## config.mk

```make
export PLATFORM = sky130hd
export DESIGN_NAME = lsu_load_unit
export DESIGN_NICKNAME = d
export VERILOG_FILES = /design/src/rtl/lsu_pkg.sv /design/src/rtl/lsu_fifo.sv /design/src/rtl/lsu_bus_issue.sv /design/src/rtl/lsu_read_align.sv /design/src/rtl/lsu_rsp_credit.sv /design/src/rtl/lsu_load_unit.sv
export VERILOG_INCLUDE_DIRS = /design/src /design/src/include
export SDC_FILE = /design/constraint.sdc
export NUM_CORES = 1
export LEC_CHECK = 0
export ABC_AREA = 1
export BUFFER_PORTS_ARGS = -buffer_cell sky130_fd_sc_hd__buf_2
export CAP_MARGIN = 10
export CORE_UTILIZATION = 45
export CTS_CLUSTER_SIZE = 12
export DETAILED_ROUTE_END_ITERATION = 12
export MAX_ROUTING_LAYER = met4
export SYNTH_ARGS = -nofsm -noshare
export SYNTH_HDL_FRONTEND = slang
export SYNTH_SLANG_ARGS = --single-unit
```

## constraint.sdc

```tcl
create_clock -name clk -period 3.68 [get_ports clk]
set_input_delay 0.736 -clock clk [delete_from_list [all_inputs] [get_ports clk]]
set_output_delay 0.736 -clock clk [all_outputs]
set_load 0.005 [all_outputs]
```

## src/include/lsu_params.svh

```systemverilog
`ifndef LSU_PARAMS_SVH
`define LSU_PARAMS_SVH

// Request queue entries, equal to the upstream credits held after reset
`define LSU_REQ_DEPTH 4

// Response queue entries
// Also caps the loads in flight and sizes the tag queue
`define LSU_RSP_DEPTH 4

// Credits granted by the downstream consumer after reset
`define LSU_RSP_CREDITS 2

// Byte address width on the pipeline side and on the bus
`define LSU_ADDR_W 32

`endif

```

## src/rtl/lsu_pkg.sv

```systemverilog
`include "lsu_params.svh"

package lsu_pkg;

  // Load type, same order as the core's MEM_OP codes
  typedef enum logic [2:0] {
    MEM_OP_B  = 3'd0,  // Signed byte
    MEM_OP_BU = 3'd1,  // Unsigned byte
    MEM_OP_H  = 3'd2,  // Signed halfword
    MEM_OP_HU = 3'd3,  // Unsigned halfword
    MEM_OP_W  = 3'd4   // Full word
  } mem_op_e;

  // Load request from the pipeline
  typedef struct packed {
    logic [`LSU_ADDR_W-1:0] addr;  // Byte address
    mem_op_e                op;
  } load_req_t;

  // Per-load bookkeeping handed from bus issue to the aligner
  typedef struct packed {
    logic [1:0] offset;    // Byte offset in the first word
    mem_op_e    op;
    logic       two_beat;  // Crosses a word boundary
  } load_tag_t;

  // Extended load result
  typedef struct packed {
    logic [31:0] data;
  } load_rsp_t;

  // Read command on the memory bus
  typedef struct packed {
    logic                   read;
    logic [`LSU_ADDR_W-1:0] addr;  // Word aligned
  } bus_req_t;

endpackage

```

## src/rtl/lsu_fifo.sv

```systemverilog
`timescale 1ns/10ps

module lsu_fifo #(
  parameter type T     = logic [31:0],
  parameter int  DEPTH = 4
) (
  input  logic                           clk,
  input  logic                           rest,
  input  logic                           push,
  input  T                               push_data,
  input  logic                           pop,
  output T                               head,
  output logic                           empty,
  output logic [$clog2(DEPTH+1)-1:0]     count
);

  localparam int AW = (DEPTH > 1) ? $clog2(DEPTH) : 1;

  T              mem [DEPTH];
  logic [AW-1:0] wr_ptr;
  logic [AW-1:0] rd_ptr;
  logic          do_push;
  logic          do_pop;

  assign empty   = (count == '0);
  assign do_push = push && (count != DEPTH[$clog2(DEPTH+1)-1:0]);  // Drop on full
  assign do_pop  = pop && !empty;
  assign head    = mem[rd_ptr];

  always_ff @(posedge clk) begin
    if (do_push) begin
      mem[wr_ptr] <= push_data;
    end
  end

  always_ff @(posedge clk or negedge rest) begin
    if (!rest) begin
      wr_ptr <= '0;
      rd_ptr <= '0;
      count  <= '0;
    end else begin
      if (do_push) begin
        wr_ptr <= (wr_ptr == AW'(DEPTH - 1)) ? '0 : wr_ptr + 1'b1;
      end
      if (do_pop) begin
        rd_ptr <= (rd_ptr == AW'(DEPTH - 1)) ? '0 : rd_ptr + 1'b1;
      end
      case ({do_push, do_pop})
        2'b10:   count <= count + 1'b1;
        2'b01:   count <= count - 1'b1;
        default: count <= count;
      endcase
    end
  end

endmodule

```

## src/rtl/lsu_bus_issue.sv

```systemverilog
`timescale 1ns/10ps
`include "lsu_params.svh"

module lsu_bus_issue (
  input  logic                                 clk,
  input  logic                                 rest,
  input  lsu_pkg::load_req_t                   req_head,
  input  logic                                 req_empty,
  output logic                                 req_pop,
  output logic                                 req_credit,
  output lsu_pkg::bus_req_t                    bus,
  input  logic                                 bus_waitrequest,
  output logic                                 tag_push,
  output lsu_pkg::load_tag_t                   tag,
  input  logic [$clog2(`LSU_RSP_DEPTH+1)-1:0]  rsp_count,
  input  logic                                 rsp_push
);

  import lsu_pkg::*;

  localparam int CW = $clog2(`LSU_RSP_DEPTH + 1);

  typedef enum logic [1:0] {
    ST_IDLE,
    ST_BEAT0,
    ST_BEAT1
  } state_e;

  state_e        state;
  logic [CW-1:0] inflight;
  logic [CW:0]   reserved;
  logic [2:0]    req_size;
  logic          req_two_beat;
  logic          beat_accept;

  function automatic logic [2:0] op_size(mem_op_e op);
    case (op)
      MEM_OP_B, MEM_OP_BU: op_size = 3'd1;
      MEM_OP_H, MEM_OP_HU: op_size = 3'd2;
      default:             op_size = 3'd4;
    endcase
  endfunction

  assign reserved     = {1'b0, inflight} + {1'b0, rsp_count};  // Response slots spoken for
  assign req_size     = op_size(req_head.op);
  assign req_two_beat = ({1'b0, req_head.addr[1:0]} + req_size) > 3'd4;

  assign req_pop     = (state == ST_IDLE) && !req_empty && (reserved < `LSU_RSP_DEPTH);
  assign beat_accept = bus.read && !bus_waitrequest;
  assign tag_push    = (state == ST_BEAT0) && beat_accept;

  always_ff @(posedge clk or negedge rest) begin
    if (!rest) begin
      state <= ST_IDLE;
      bus   <= '0;
    end else begin
      case (state)
        ST_IDLE: begin
          if (req_pop) begin
            bus.read <= 1'b1;
            bus.addr <= {req_head.addr[`LSU_ADDR_W-1:2], 2'b00};
            state    <= ST_BEAT0;
          end
        end
        ST_BEAT0: begin
          if (beat_accept) begin
            if (tag.two_beat) begin
              bus.addr <= bus.addr + 'd4;  // Next word
              state    <= ST_BEAT1;
            end else begin
              bus.read <= 1'b0;
              state    <= ST_IDLE;
            end
          end
        end
        ST_BEAT1: begin
          if (beat_accept) begin
            bus.read <= 1'b0;
            state    <= ST_IDLE;
          end
        end
        default: state <= ST_IDLE;
      endcase
    end
  end

  always_ff @(posedge clk) begin
    if (req_pop) begin
      tag.offset   <= req_head.addr[1:0];
      tag.op       <= req_head.op;
      tag.two_beat <= req_two_beat;
    end
  end

  always_ff @(posedge clk or negedge rest) begin
    if (!rest) begin
      inflight   <= '0;
      req_credit <= 1'b0;
    end else begin
      req_credit <= req_pop;  // One credit back per popped entry
      case ({tag_push, rsp_push})
        2'b10:   inflight <= inflight + 1'b1;
        2'b01:   inflight <= inflight - 1'b1;
        default: inflight <= inflight;
      endcase
    end
  end

endmodule

```

## src/rtl/lsu_read_align.sv

```systemverilog
`timescale 1ns/10ps

module lsu_read_align (
  input  logic               clk,
  input  logic               rest,
  input  lsu_pkg::load_tag_t tag_head,
  output logic               tag_pop,
  input  logic [31:0]        bus_rdata,
  input  logic               bus_rdata_valid,
  output logic               rsp_push,
  output lsu_pkg::load_rsp_t rsp
);

  import lsu_pkg::*;

  logic        have_first;
  logic [31:0] beat_buf;
  logic        final_beat;
  logic [31:0] lo_word;
  logic [31:0] aligned;
  logic [31:0] extended;

  assign final_beat = bus_rdata_valid && (!tag_head.two_beat || have_first);
  assign tag_pop    = final_beat;  // Tag fields are consumed here
  assign lo_word    = tag_head.two_beat ? beat_buf : bus_rdata;

  // Byte rotation by offset, upper bytes come from the current beat
  always_comb begin
    case (tag_head.offset)
      2'd1:    aligned = {bus_rdata[7:0],  lo_word[31:8]};
      2'd2:    aligned = {bus_rdata[15:0], lo_word[31:16]};
      2'd3:    aligned = {bus_rdata[23:0], lo_word[31:24]};
      default: aligned = lo_word;
    endcase
  end

  always_comb begin
    case (tag_head.op)
      MEM_OP_B:  extended = {{24{aligned[7]}}, aligned[7:0]};
      MEM_OP_BU: extended = {24'd0, aligned[7:0]};
      MEM_OP_H:  extended = {{16{aligned[15]}}, aligned[15:0]};
      MEM_OP_HU: extended = {16'd0, aligned[15:0]};
      default:   extended = aligned;
    endcase
  end

  always_ff @(posedge clk or negedge rest) begin
    if (!rest) begin
      have_first <= 1'b0;
      rsp_push   <= 1'b0;
    end else begin
      rsp_push <= final_beat;
      if (bus_rdata_valid) begin
        have_first <= !final_beat;  // Set only after a first beat
      end
    end
  end

  always_ff @(posedge clk) begin
    if (bus_rdata_valid && !final_beat) begin
      beat_buf <= bus_rdata;
    end
    if (final_beat) begin
      rsp.data <= extended;
    end
  end

endmodule

```

## src/rtl/lsu_rsp_credit.sv

```systemverilog
`timescale 1ns/10ps
`include "lsu_params.svh"

module lsu_rsp_credit (
  input  logic               clk,
  input  logic               rest,
  input  logic               rsp_empty,
  input  lsu_pkg::load_rsp_t rsp_head,
  output logic               rsp_pop,
  input  logic               rsp_credit,
  output logic               rsp_valid,
  output lsu_pkg::load_rsp_t rsp
);

  localparam int KW = $clog2(`LSU_RSP_CREDITS + 1);

  logic [KW-1:0] credit;

  // Credit still free once the response on the wire is paid for
  assign rsp_pop = !rsp_empty && (credit > KW'(rsp_valid));

  always_ff @(posedge clk or negedge rest) begin
    if (!rest) begin
      credit    <= KW'(`LSU_RSP_CREDITS);
      rsp_valid <= 1'b0;
    end else begin
      rsp_valid <= rsp_pop;
      case ({rsp_valid, rsp_credit})
        2'b10:   credit <= credit - 1'b1;  // Spent
        2'b01:   credit <= credit + 1'b1;  // Returned
        default: credit <= credit;
      endcase
    end
  end

  always_ff @(posedge clk) begin
    if (rsp_pop) begin
      rsp <= rsp_head;
    end
  end

endmodule

```

## src/rtl/lsu_load_unit.sv

```systemverilog
`timescale 1ns/10ps
`include "lsu_params.svh"

module lsu_load_unit (
  input  logic               clk,
  input  logic               rest,
  input  logic               req_valid,
  input  lsu_pkg::load_req_t req,
  output logic               req_credit,
  output lsu_pkg::bus_req_t  bus,
  input  logic               bus_waitrequest,
  input  logic [31:0]        bus_rdata,
  input  logic               bus_rdata_valid,
  output logic               rsp_valid,
  output lsu_pkg::load_rsp_t rsp,
  input  logic               rsp_credit
);

  import lsu_pkg::*;

  load_req_t req_head;
  logic      req_empty;
  logic      req_pop;

  load_tag_t tag_in;
  load_tag_t tag_head;
  logic      tag_push;
  logic      tag_pop;

  load_rsp_t                           rsp_in;
  load_rsp_t                           rsp_head;
  logic                                rsp_push;
  logic                                rsp_empty;
  logic                                rsp_pop;
  logic [$clog2(`LSU_RSP_DEPTH+1)-1:0] rsp_count;

  // Credited input queue
  lsu_fifo #(.T(load_req_t), .DEPTH(`LSU_REQ_DEPTH)) u_req_q (
    .clk       (clk),
    .rest      (rest),
    .push      (req_valid),
    .push_data (req),
    .pop       (req_pop),
    .head      (req_head),
    .empty     (req_empty),
    .count     ()
  );

  lsu_bus_issue u_bus_issue (
    .clk             (clk),
    .rest            (rest),
    .req_head        (req_head),
    .req_empty       (req_empty),
    .req_pop         (req_pop),
    .req_credit      (req_credit),
    .bus             (bus),
    .bus_waitrequest (bus_waitrequest),
    .tag_push        (tag_push),
    .tag             (tag_in),
    .rsp_count       (rsp_count),
    .rsp_push        (rsp_push)
  );

  // Loads on the bus, in issue order
  lsu_fifo #(.T(load_tag_t), .DEPTH(`LSU_RSP_DEPTH)) u_tag_q (
    .clk       (clk),
    .rest      (rest),
    .push      (tag_push),
    .push_data (tag_in),
    .pop       (tag_pop),
    .head      (tag_head),
    .empty     (),
    .count     ()
  );

  lsu_read_align u_read_align (
    .clk             (clk),
    .rest            (rest),
    .tag_head        (tag_head),
    .tag_pop         (tag_pop),
    .bus_rdata       (bus_rdata),
    .bus_rdata_valid (bus_rdata_valid),
    .rsp_push        (rsp_push),
    .rsp             (rsp_in)
  );

  lsu_fifo #(.T(load_rsp_t), .DEPTH(`LSU_RSP_DEPTH)) u_rsp_q (
    .clk       (clk),
    .rest      (rest),
    .push      (rsp_push),
    .push_data (rsp_in),
    .pop       (rsp_pop),
    .head      (rsp_head),
    .empty     (rsp_empty),
    .count     (rsp_count)
  );

  lsu_rsp_credit u_rsp_credit (
    .clk        (clk),
    .rest       (rest),
    .rsp_empty  (rsp_empty),
    .rsp_head   (rsp_head),
    .rsp_pop    (rsp_pop),
    .rsp_credit (rsp_credit),
    .rsp_valid  (rsp_valid),
    .rsp        (rsp)
  );

endmodule

```

Word level (Yosys, flattened, before mapping):

Memory sizes are Yosys's and may differ from the RTL's. A register that Yosys moved wholly into a read port is not among the register bits.
Cells that the tools add are included.

* $add $sub $neg: 19
* order comparisons: 3
* equality and inequality tests: 35
* muxes and demuxes: 33
* reduce and logical (&&, ||, !) cells: 38

Operators by type and width (number)
* $pmux 32 s4: 1
* $pmux 32 s3: 1
* $mux 33: 2
* $mux 32: 2
* $pmux 32 s2: 1
* $add 32x3->32 const B: 1
* $pmux 3 s2: 5
* $eq 2x2->1 const B: 14
* $mux 2: 10
* $logic_not 3->1: 5
* $add 2x1->2 const B: 7
* $eq 2x1->1 const B: 7
* $logic_and 1x1->1: 13
* $add 3x1->3 const B: 4
* $eq 3x2->1 const B: 4
* $reduce_bool 2->1: 6
* $sub 3x1->3 const B: 4
* $ne 3x3->1 const B: 3
* $mux 1: 8
* $ne 2x1->1 const B: 4
* $eq 3x1->1 const B: 2
* $logic_not 1->1: 6
* $pmux 2 s3: 1
* $reduce_and 5->1: 1
* 15 further kinds: 16

* flip-flop bits (word level): 135
* bits in writable memories: 292
* input port bits: 73
* output and inout bits: 67
* memories kept: 3

Memory list
* u_req_q.mem: depth 4, bits a word 35, rd ports 1, clocked after Yosys merged registers in 0, wr ports 1, RTL line lsu_fifo.sv:19 `T mem [DEPTH];`
* u_rsp_q.mem: depth 4, bits a word 32, rd ports 1, clocked after Yosys merged registers in 1, wr ports 1, RTL line lsu_fifo.sv:19
* u_tag_q.mem: depth 4, bits a word 6, rd ports 1, clocked after Yosys merged registers in 0, wr ports 1, RTL line lsu_fifo.sv:19

Depth between registers and ports, before layout:

* word-level depth: 7
* depth in mapped cells: 17
* depth with buffers taken out: 16

Cells and area by module:

A second synthesis with hierarchy kept.

* cells, all modules: 1977
* area total of the unflattened synthesis: 20707.4 µm²

By module, submodules not included
* lsu_fifo at u_req_q: times used 1, cells an instance 468, area an instance 6010.8 µm², sequential area each 4379.2 µm²
* lsu_fifo at u_rsp_q: times used 1, cells an instance 433, area an instance 5492.8 µm², sequential area each 4018.9 µm²
* lsu_read_align: times used 1, cells an instance 401, area an instance 3494.6 µm², sequential area each 1971.9 µm²
* lsu_bus_issue: times used 1, cells an instance 493, area an instance 3123.0 µm², sequential area each 1106.1 µm²
* lsu_fifo at u_tag_q: times used 1, cells an instance 130, area an instance 1451.4 µm², sequential area each 895.9 µm²
* lsu_rsp_credit: times used 1, cells an instance 52, area an instance 1134.8 µm², sequential area each 1037.2 µm²

Worst setup path before layout:

OpenSTA, ideal clock, no wires.

* kind: register to register
* start point: register u_tag_q.rd_ptr[1]
* end point: register u_tag_q.count[2]
* library setup time: 0.124 ns
* data arrival time: 3.015 ns
* data required time: 3.556 ns
* slack: 0.541 ns
* cell stages (with the launch flop): 17
* buffers on the path: 1
* path through: dfrtp_1 > buf_4 > inv_4 > nand3_2 > nand2_4 > inv_2 > nand2_1 > nand2_1 > inv_1 > o31ai_1 > inv_1 > ha_1 > inv_1 > fa_1 > a21oi_1 > o21ai_0 > xnor2_1

* cells in the longest elaborated chain, start to end: 7
* elaborated cells on any way between the ends: 9

RTL lines
* start: declaration: RTL line lsu_fifo.sv:21 `logic [AW-1:0] rd_ptr;`
* start signal: assignment: RTL line lsu_fifo.sv:46 `rd_ptr <= (rd_ptr == AW'(DEPTH - 1)) ? '0 : rd_ptr + 1'b1;`
* $mem_v2 4x6 (*)
* $logic_not 1->1 (*): RTL line lsu_read_align.sv:23 `assign final_beat = bus_rdata_valid && (!tag_head.two_beat || have_first);`
* $logic_or 1x1->1 (*): RTL line lsu_read_align.sv:23
* $logic_and 1x1->1 (*): RTL line lsu_read_align.sv:23
* net tag_pop: RTL line lsu_load_unit.sv:28 `logic tag_pop;`
* $logic_and 1x1->1 (*): RTL line lsu_fifo.sv:27 `assign do_pop = pop && !empty;`
* net u_tag_q.do_pop: RTL line lsu_fifo.sv:23 `logic do_pop;`
* $eq 2x1->1 / $eq 2x2->1 (equally long branches): RTL line lsu_fifo.sv:48 `case ({do_push, do_pop})`
* $pmux 3 s2 / $reduce_bool 2->1 (equally long branches)
* end signal: assignment: RTL line lsu_fifo.sv:49 `2'b10: count <= count + 1'b1;`
* end signal: assignment: RTL line lsu_fifo.sv:50 `2'b01: count <= count - 1'b1;`
* end signal: assignment: RTL line lsu_fifo.sv:51 `default: count <= count;`
* end: declaration: RTL line lsu_fifo.sv:14 `output logic [$clog2(DEPTH+1)-1:0] count`

Mark *: on every way through the listed nets, which the timed path passes. The rest lies on a longest branch.
A chain may end at the register's enable or synchronous reset.

Final worst setup path:

* start point: register u_tag_q.rd_ptr[0]
* end point: register u_read_align.rsp[28] (netlist bit) (data pin)

* cells in the longest elaborated chain, start to end: 4
* elaborated cells on any way between the ends: 11

RTL lines
* $mem_v2 4x6 (*)
* $eq 2x2->1, or another cell as far along: RTL line lsu_read_align.sv:29 `case (tag_head.offset)`
* $pmux 32 s3: RTL line lsu_read_align.sv:29
* $pmux 32 s4 (*): RTL line lsu_read_align.sv:38 `case (tag_head.op)`
* net u_read_align.extended[28]: RTL line lsu_read_align.sv:21 `logic [31:0] extended;`
* end: declaration: RTL line lsu_read_align.sv:11 `output lsu_pkg::load_rsp_t rsp`

Marks and branches as above.

==> impl_metrics.json <==
{
  "buffer_ports.inserted": 137,
  "vias_per_cell": 5.24,
  "postRouteAntennaNets": 0,
  "path_buf_inv": 2,
  "ctsHtreeMaxLevel": 2,
  "floorplan.die_area_sq_mm": 0.0451,
  "path_delay_family": "simple AND/OR/NAND/NOR gates",
  "critical_path.startpoint_type": "flip-flop",
  "setup_total_negative_slack_ns": 0,
  "cts-resized-gates": 0,
  "timing_worst_slew_pin_value_ns": 1.09,
  "area_growth_pct": 14.2,
  "synth_enable_flop_cells": 394,
  "synth_async_sr_flop_share_pct": 13.8,
  "route.detailed.wl_per_inst_um": 18.5,
  "yosysMostFrequentCell": "sky130_fd_sc_hd__nand2_1",
  "worst_skew_pair.late_latency_ns": 0.59,
  "worst-endpoint-arrival_ns": 3.26,
  "leading_post_synthesis_cells_by_cell_area": "sky130_fd_sc_hd__edfxtp_1 59%, sky130_fd_sc_hd__dfrtp_1 7.8%, sky130_fd_sc_hd__nand2_1 7.5%",
  "delay_contributed_by_the_slowest_stage_of_the_critical_path_ns": 0.63,
  "fraction_of_layout_cells_with_a_size_suffix_above_1_pct": 14.9,
  "critical_path.cell_chain": "inv_2 > nand2_1 > nand3_1 > nand2_2 > nand2_4 > inv_2 > nand3_2 > nand3_4 > nand3_2",
  "timing.clock.skew_ns": 0.0124,
  "drc_errors": 0,
  "seq_total_area_yosys_pct": 67.3,
  "cts_hold_buffers": 0,
  "fin_crit_ns": 2.95,
  "unrepaired_setup_endpoints_after_global_routing": "false",
  "die_height_um": 212,
  "critical_path_required_ns": 3.99,
  "place_hpwl_mm": 30.5,
  "ir_worst_vdd_uv": 380,
  "cap_violations": 0,
  "dr.first_iter.drc_count": 1196,
  "clk_pin_slew_ns": 0.06,
  "grt_max_degree": 67,
  "grt_pass1_vias": 12700,
  "ys_types": 47,
  "max_slew_margin_pct": 26.9,
  "track_usage_pct": 21.9,
  "worstSetupEndpointType": "flip-flop",
  "crit_path_max_fanout": 28,
  "design.portCount": 140,
  "ys_warnings": 0,
  "finalSetupViolations": 0,
  "drt_wl_total_mm": 46.9,
  "floorplan.core_area_sq_mm": 0.0434,
  "total_power_mw": 13.0,
  "max-clock-path-buffers": 3,
  "nNetsFinal": 2011,
  "outcome": "completed",
  "grt_first_pass_wirelength_mm": 72.9,
  "ys_dominant_reg_cell": "sky130_fd_sc_hd__edfxtp_1",
  "synth.largest_area_cell": "sky130_fd_sc_hd__edfxtp_1",
  "cts_root_buf": "sky130_fd_sc_hd__clkbuf_16",
  "route.vias.total": 13300,
  "post-route-period-util_pct": 80.1,
  "synth.top_cell.area_share_pct": 59.3,
  "power_leakage_nw": 8.95,
  "cts_num_sinks": 457,
  "timing.final.hold_violations": 0,
  "floorplan.initialDensity_pct": 46.0,
  "core.rowCount": 76,
  "synth-seq-cells": 457,
  "grt_residual_overflow": 0,
  "clock.fmax_mhz": 339,
  "syn-instance-count": 1764,
  "antenna_found_initial": 6,
  "synth.cell_area_sq_mm": 0.0199,
  "power.density_mw_per_mm2": 570,
  "cts-buffers-inserted": 48,
  "place.gp.congestion": 0.902,
  "count_of_final_max_slew_check_failures": 0,
  "tritoncts": "built",
  "critical-path-slowest-cell": "sky130_fd_sc_hd__dfrtp_1",
  "synth.top_cells.by_count": "399 x sky130_fd_sc_hd__nand2_1, 394 x sky130_fd_sc_hd__edfxtp_1, 174 x sky130_fd_sc_hd__nor2_1",
  "buffers_inserted_during_post_cts_setup_optimization": 0,
  "worst_min_path_class": "in -> async",
  "dr.pass1.iters": 6,
  "syn-mean-instance-area_sq_um": 11.3,
  "crit_type": "reg -> reg",
  "die_x_um": 212
}
==> state kept, by name, indices dropped and copies added (netlist names), 3 cells and up <==
name	flops
u_bus_issue.bus	31
u_bus_issue.inflight	3
u_bus_issue.tag	6
u_read_align.beat_buf	32
u_read_align.rsp	32
u_req_q.count	3
u_req_q.mem	140
u_rsp_credit.rsp	32
u_rsp_q.count	3
u_rsp_q.mem	128
u_tag_q.count	3
u_tag_q.mem	24
==> per-layer routing <==
layer,routed length (um),track usage [%],part of all wire (%),up-vias
li1,-,-,-,6446
met5,0,-,0,-
met3,2710,4.19,5.8,69
met2,21900,33.5,47,313
met4,1030,6.03,2.2,0
met1,21300,29.7,45,6452
==> worst reg2reg max path, delay by kind of cell (launching register included) <==
kind	cells	cell delay, ns
and+or+nand+nor	7	1.34
buffers and inverters	2	0.70
DFF	1	0.63
==> layout by cell type (no fill, tap or decap), types with 5 or more instances in the layout <==
cell type                   synthesis  layout
sky130_fd_sc_hd__buf_4              6      29
sky130_fd_sc_hd__nand2_1          399     399
sky130_fd_sc_hd__o2111ai_1          7       7
sky130_fd_sc_hd__inv_1            115     114
sky130_fd_sc_hd__nor2_1           174     165
sky130_fd_sc_hd__o21ai_0          173     173
sky130_fd_sc_hd__nand2_2           11      11
sky130_fd_sc_hd__a31oi_1           15      15
sky130_fd_sc_hd__edfxtp_1         394     394
sky130_fd_sc_hd__xor2_1            16      16
sky130_fd_sc_hd__nor3_1             7       7
sky130_fd_sc_hd__o211ai_1          13      13
sky130_fd_sc_hd__diode_2            0       8
sky130_fd_sc_hd__a21oi_1           52      52
sky130_fd_sc_hd__nor2_4             2       6
sky130_fd_sc_hd__a211oi_1           8       8
sky130_fd_sc_hd__clkbuf_16          0      49
sky130_fd_sc_hd__nand3_1           71      71
sky130_fd_sc_hd__xnor2_1            7       7
sky130_fd_sc_hd__clkinv_2           0       5
sky130_fd_sc_hd__dfrtp_1           62      60
sky130_fd_sc_hd__ha_1              30      30
sky130_fd_sc_hd__clkbuf_1          52      22
sky130_fd_sc_hd__o22ai_1           46      46
sky130_fd_sc_hd__a21boi_0          13      13
sky130_fd_sc_hd__nor2_2             0       5
sky130_fd_sc_hd__o21ai_1           12      12
sky130_fd_sc_hd__buf_2             10     136
sky130_fd_sc_hd__nand2_4            7       7
sky130_fd_sc_hd__nand3_2           15      15
sky130_fd_sc_hd__fa_1               5       5
==> layout make-up <==
cell class	instances	area [sq um]
diodes	8	20.0
clock buffers	72	1320
clock inverters	14	181
fillers	3833	20600
inverters	120	453
multi-input cells	1111	5750
flip-flops and latches	457	13400
well taps	585	732
repair buffers	165	898
==> report_power, final <==
| group | internal, mW | total (mW) | switching (mW) |
|---|---|---|---|
| Clock | 2.70 | 4.66 | 1.96 |
| Combinational | 0.602 | 1.85 | 1.25 |
| Sequential | 6.31 | 6.47 | 0.160 |
==> path summary, 6_finish.rpt <==
kind | start | to | depth (start not counted) | slack [ns]
worst min-delay path | rest | u_bus_issue.bus[3] | 1 | 0.28
worst max register to register | u_tag_q.rd_ptr[0] | u_read_align.rsp[28] | 9 | 0.73
worst max-delay path | u_tag_q.rd_ptr[0] | u_read_align.rsp[28] | 9 | 0.73
worst min register to register | u_rsp_credit.credit[0] | u_rsp_credit.credit[0] | 1 | 0.48
max in group asynchronous | rest | u_req_q.rd_ptr[0] | 1 | 2.71
min in group clk | bus_rdata[16] | u_read_align.beat_buf[16] | 1 | 0.34
==> kinds of logic after synthesis <==
logic type,count (synthesis),share of synthesized area (%)
XOR/XNOR,23,1.01
other,1,0.0188
adder cells (fa/ha/maj),35,2.38
AO/OA/AOI/OAI,347,9.77
AND/OR/NAND/NOR,704,15.4
flip-flops,457,67.3
buffers and inverters,197,4.17
==> through the flow <==
stage	hold WS [ns]	worst slack (ns)	utilization, %	instance area [sq um]	cells
after floorplan	0.440	0.541	-	19900	1765
after global placement	0.463	0.903	49.0	21200	2438
after detailed placement	0.476	0.764	49.0	21200	2438
after CTS	0.307	0.763	52.5	22700	2524
after global routing	0.321	0.471	52.5	22800	2530
final	0.284	0.731	52.5	22800	2532
No activity file was read; power rests on OpenSTA's default activity.
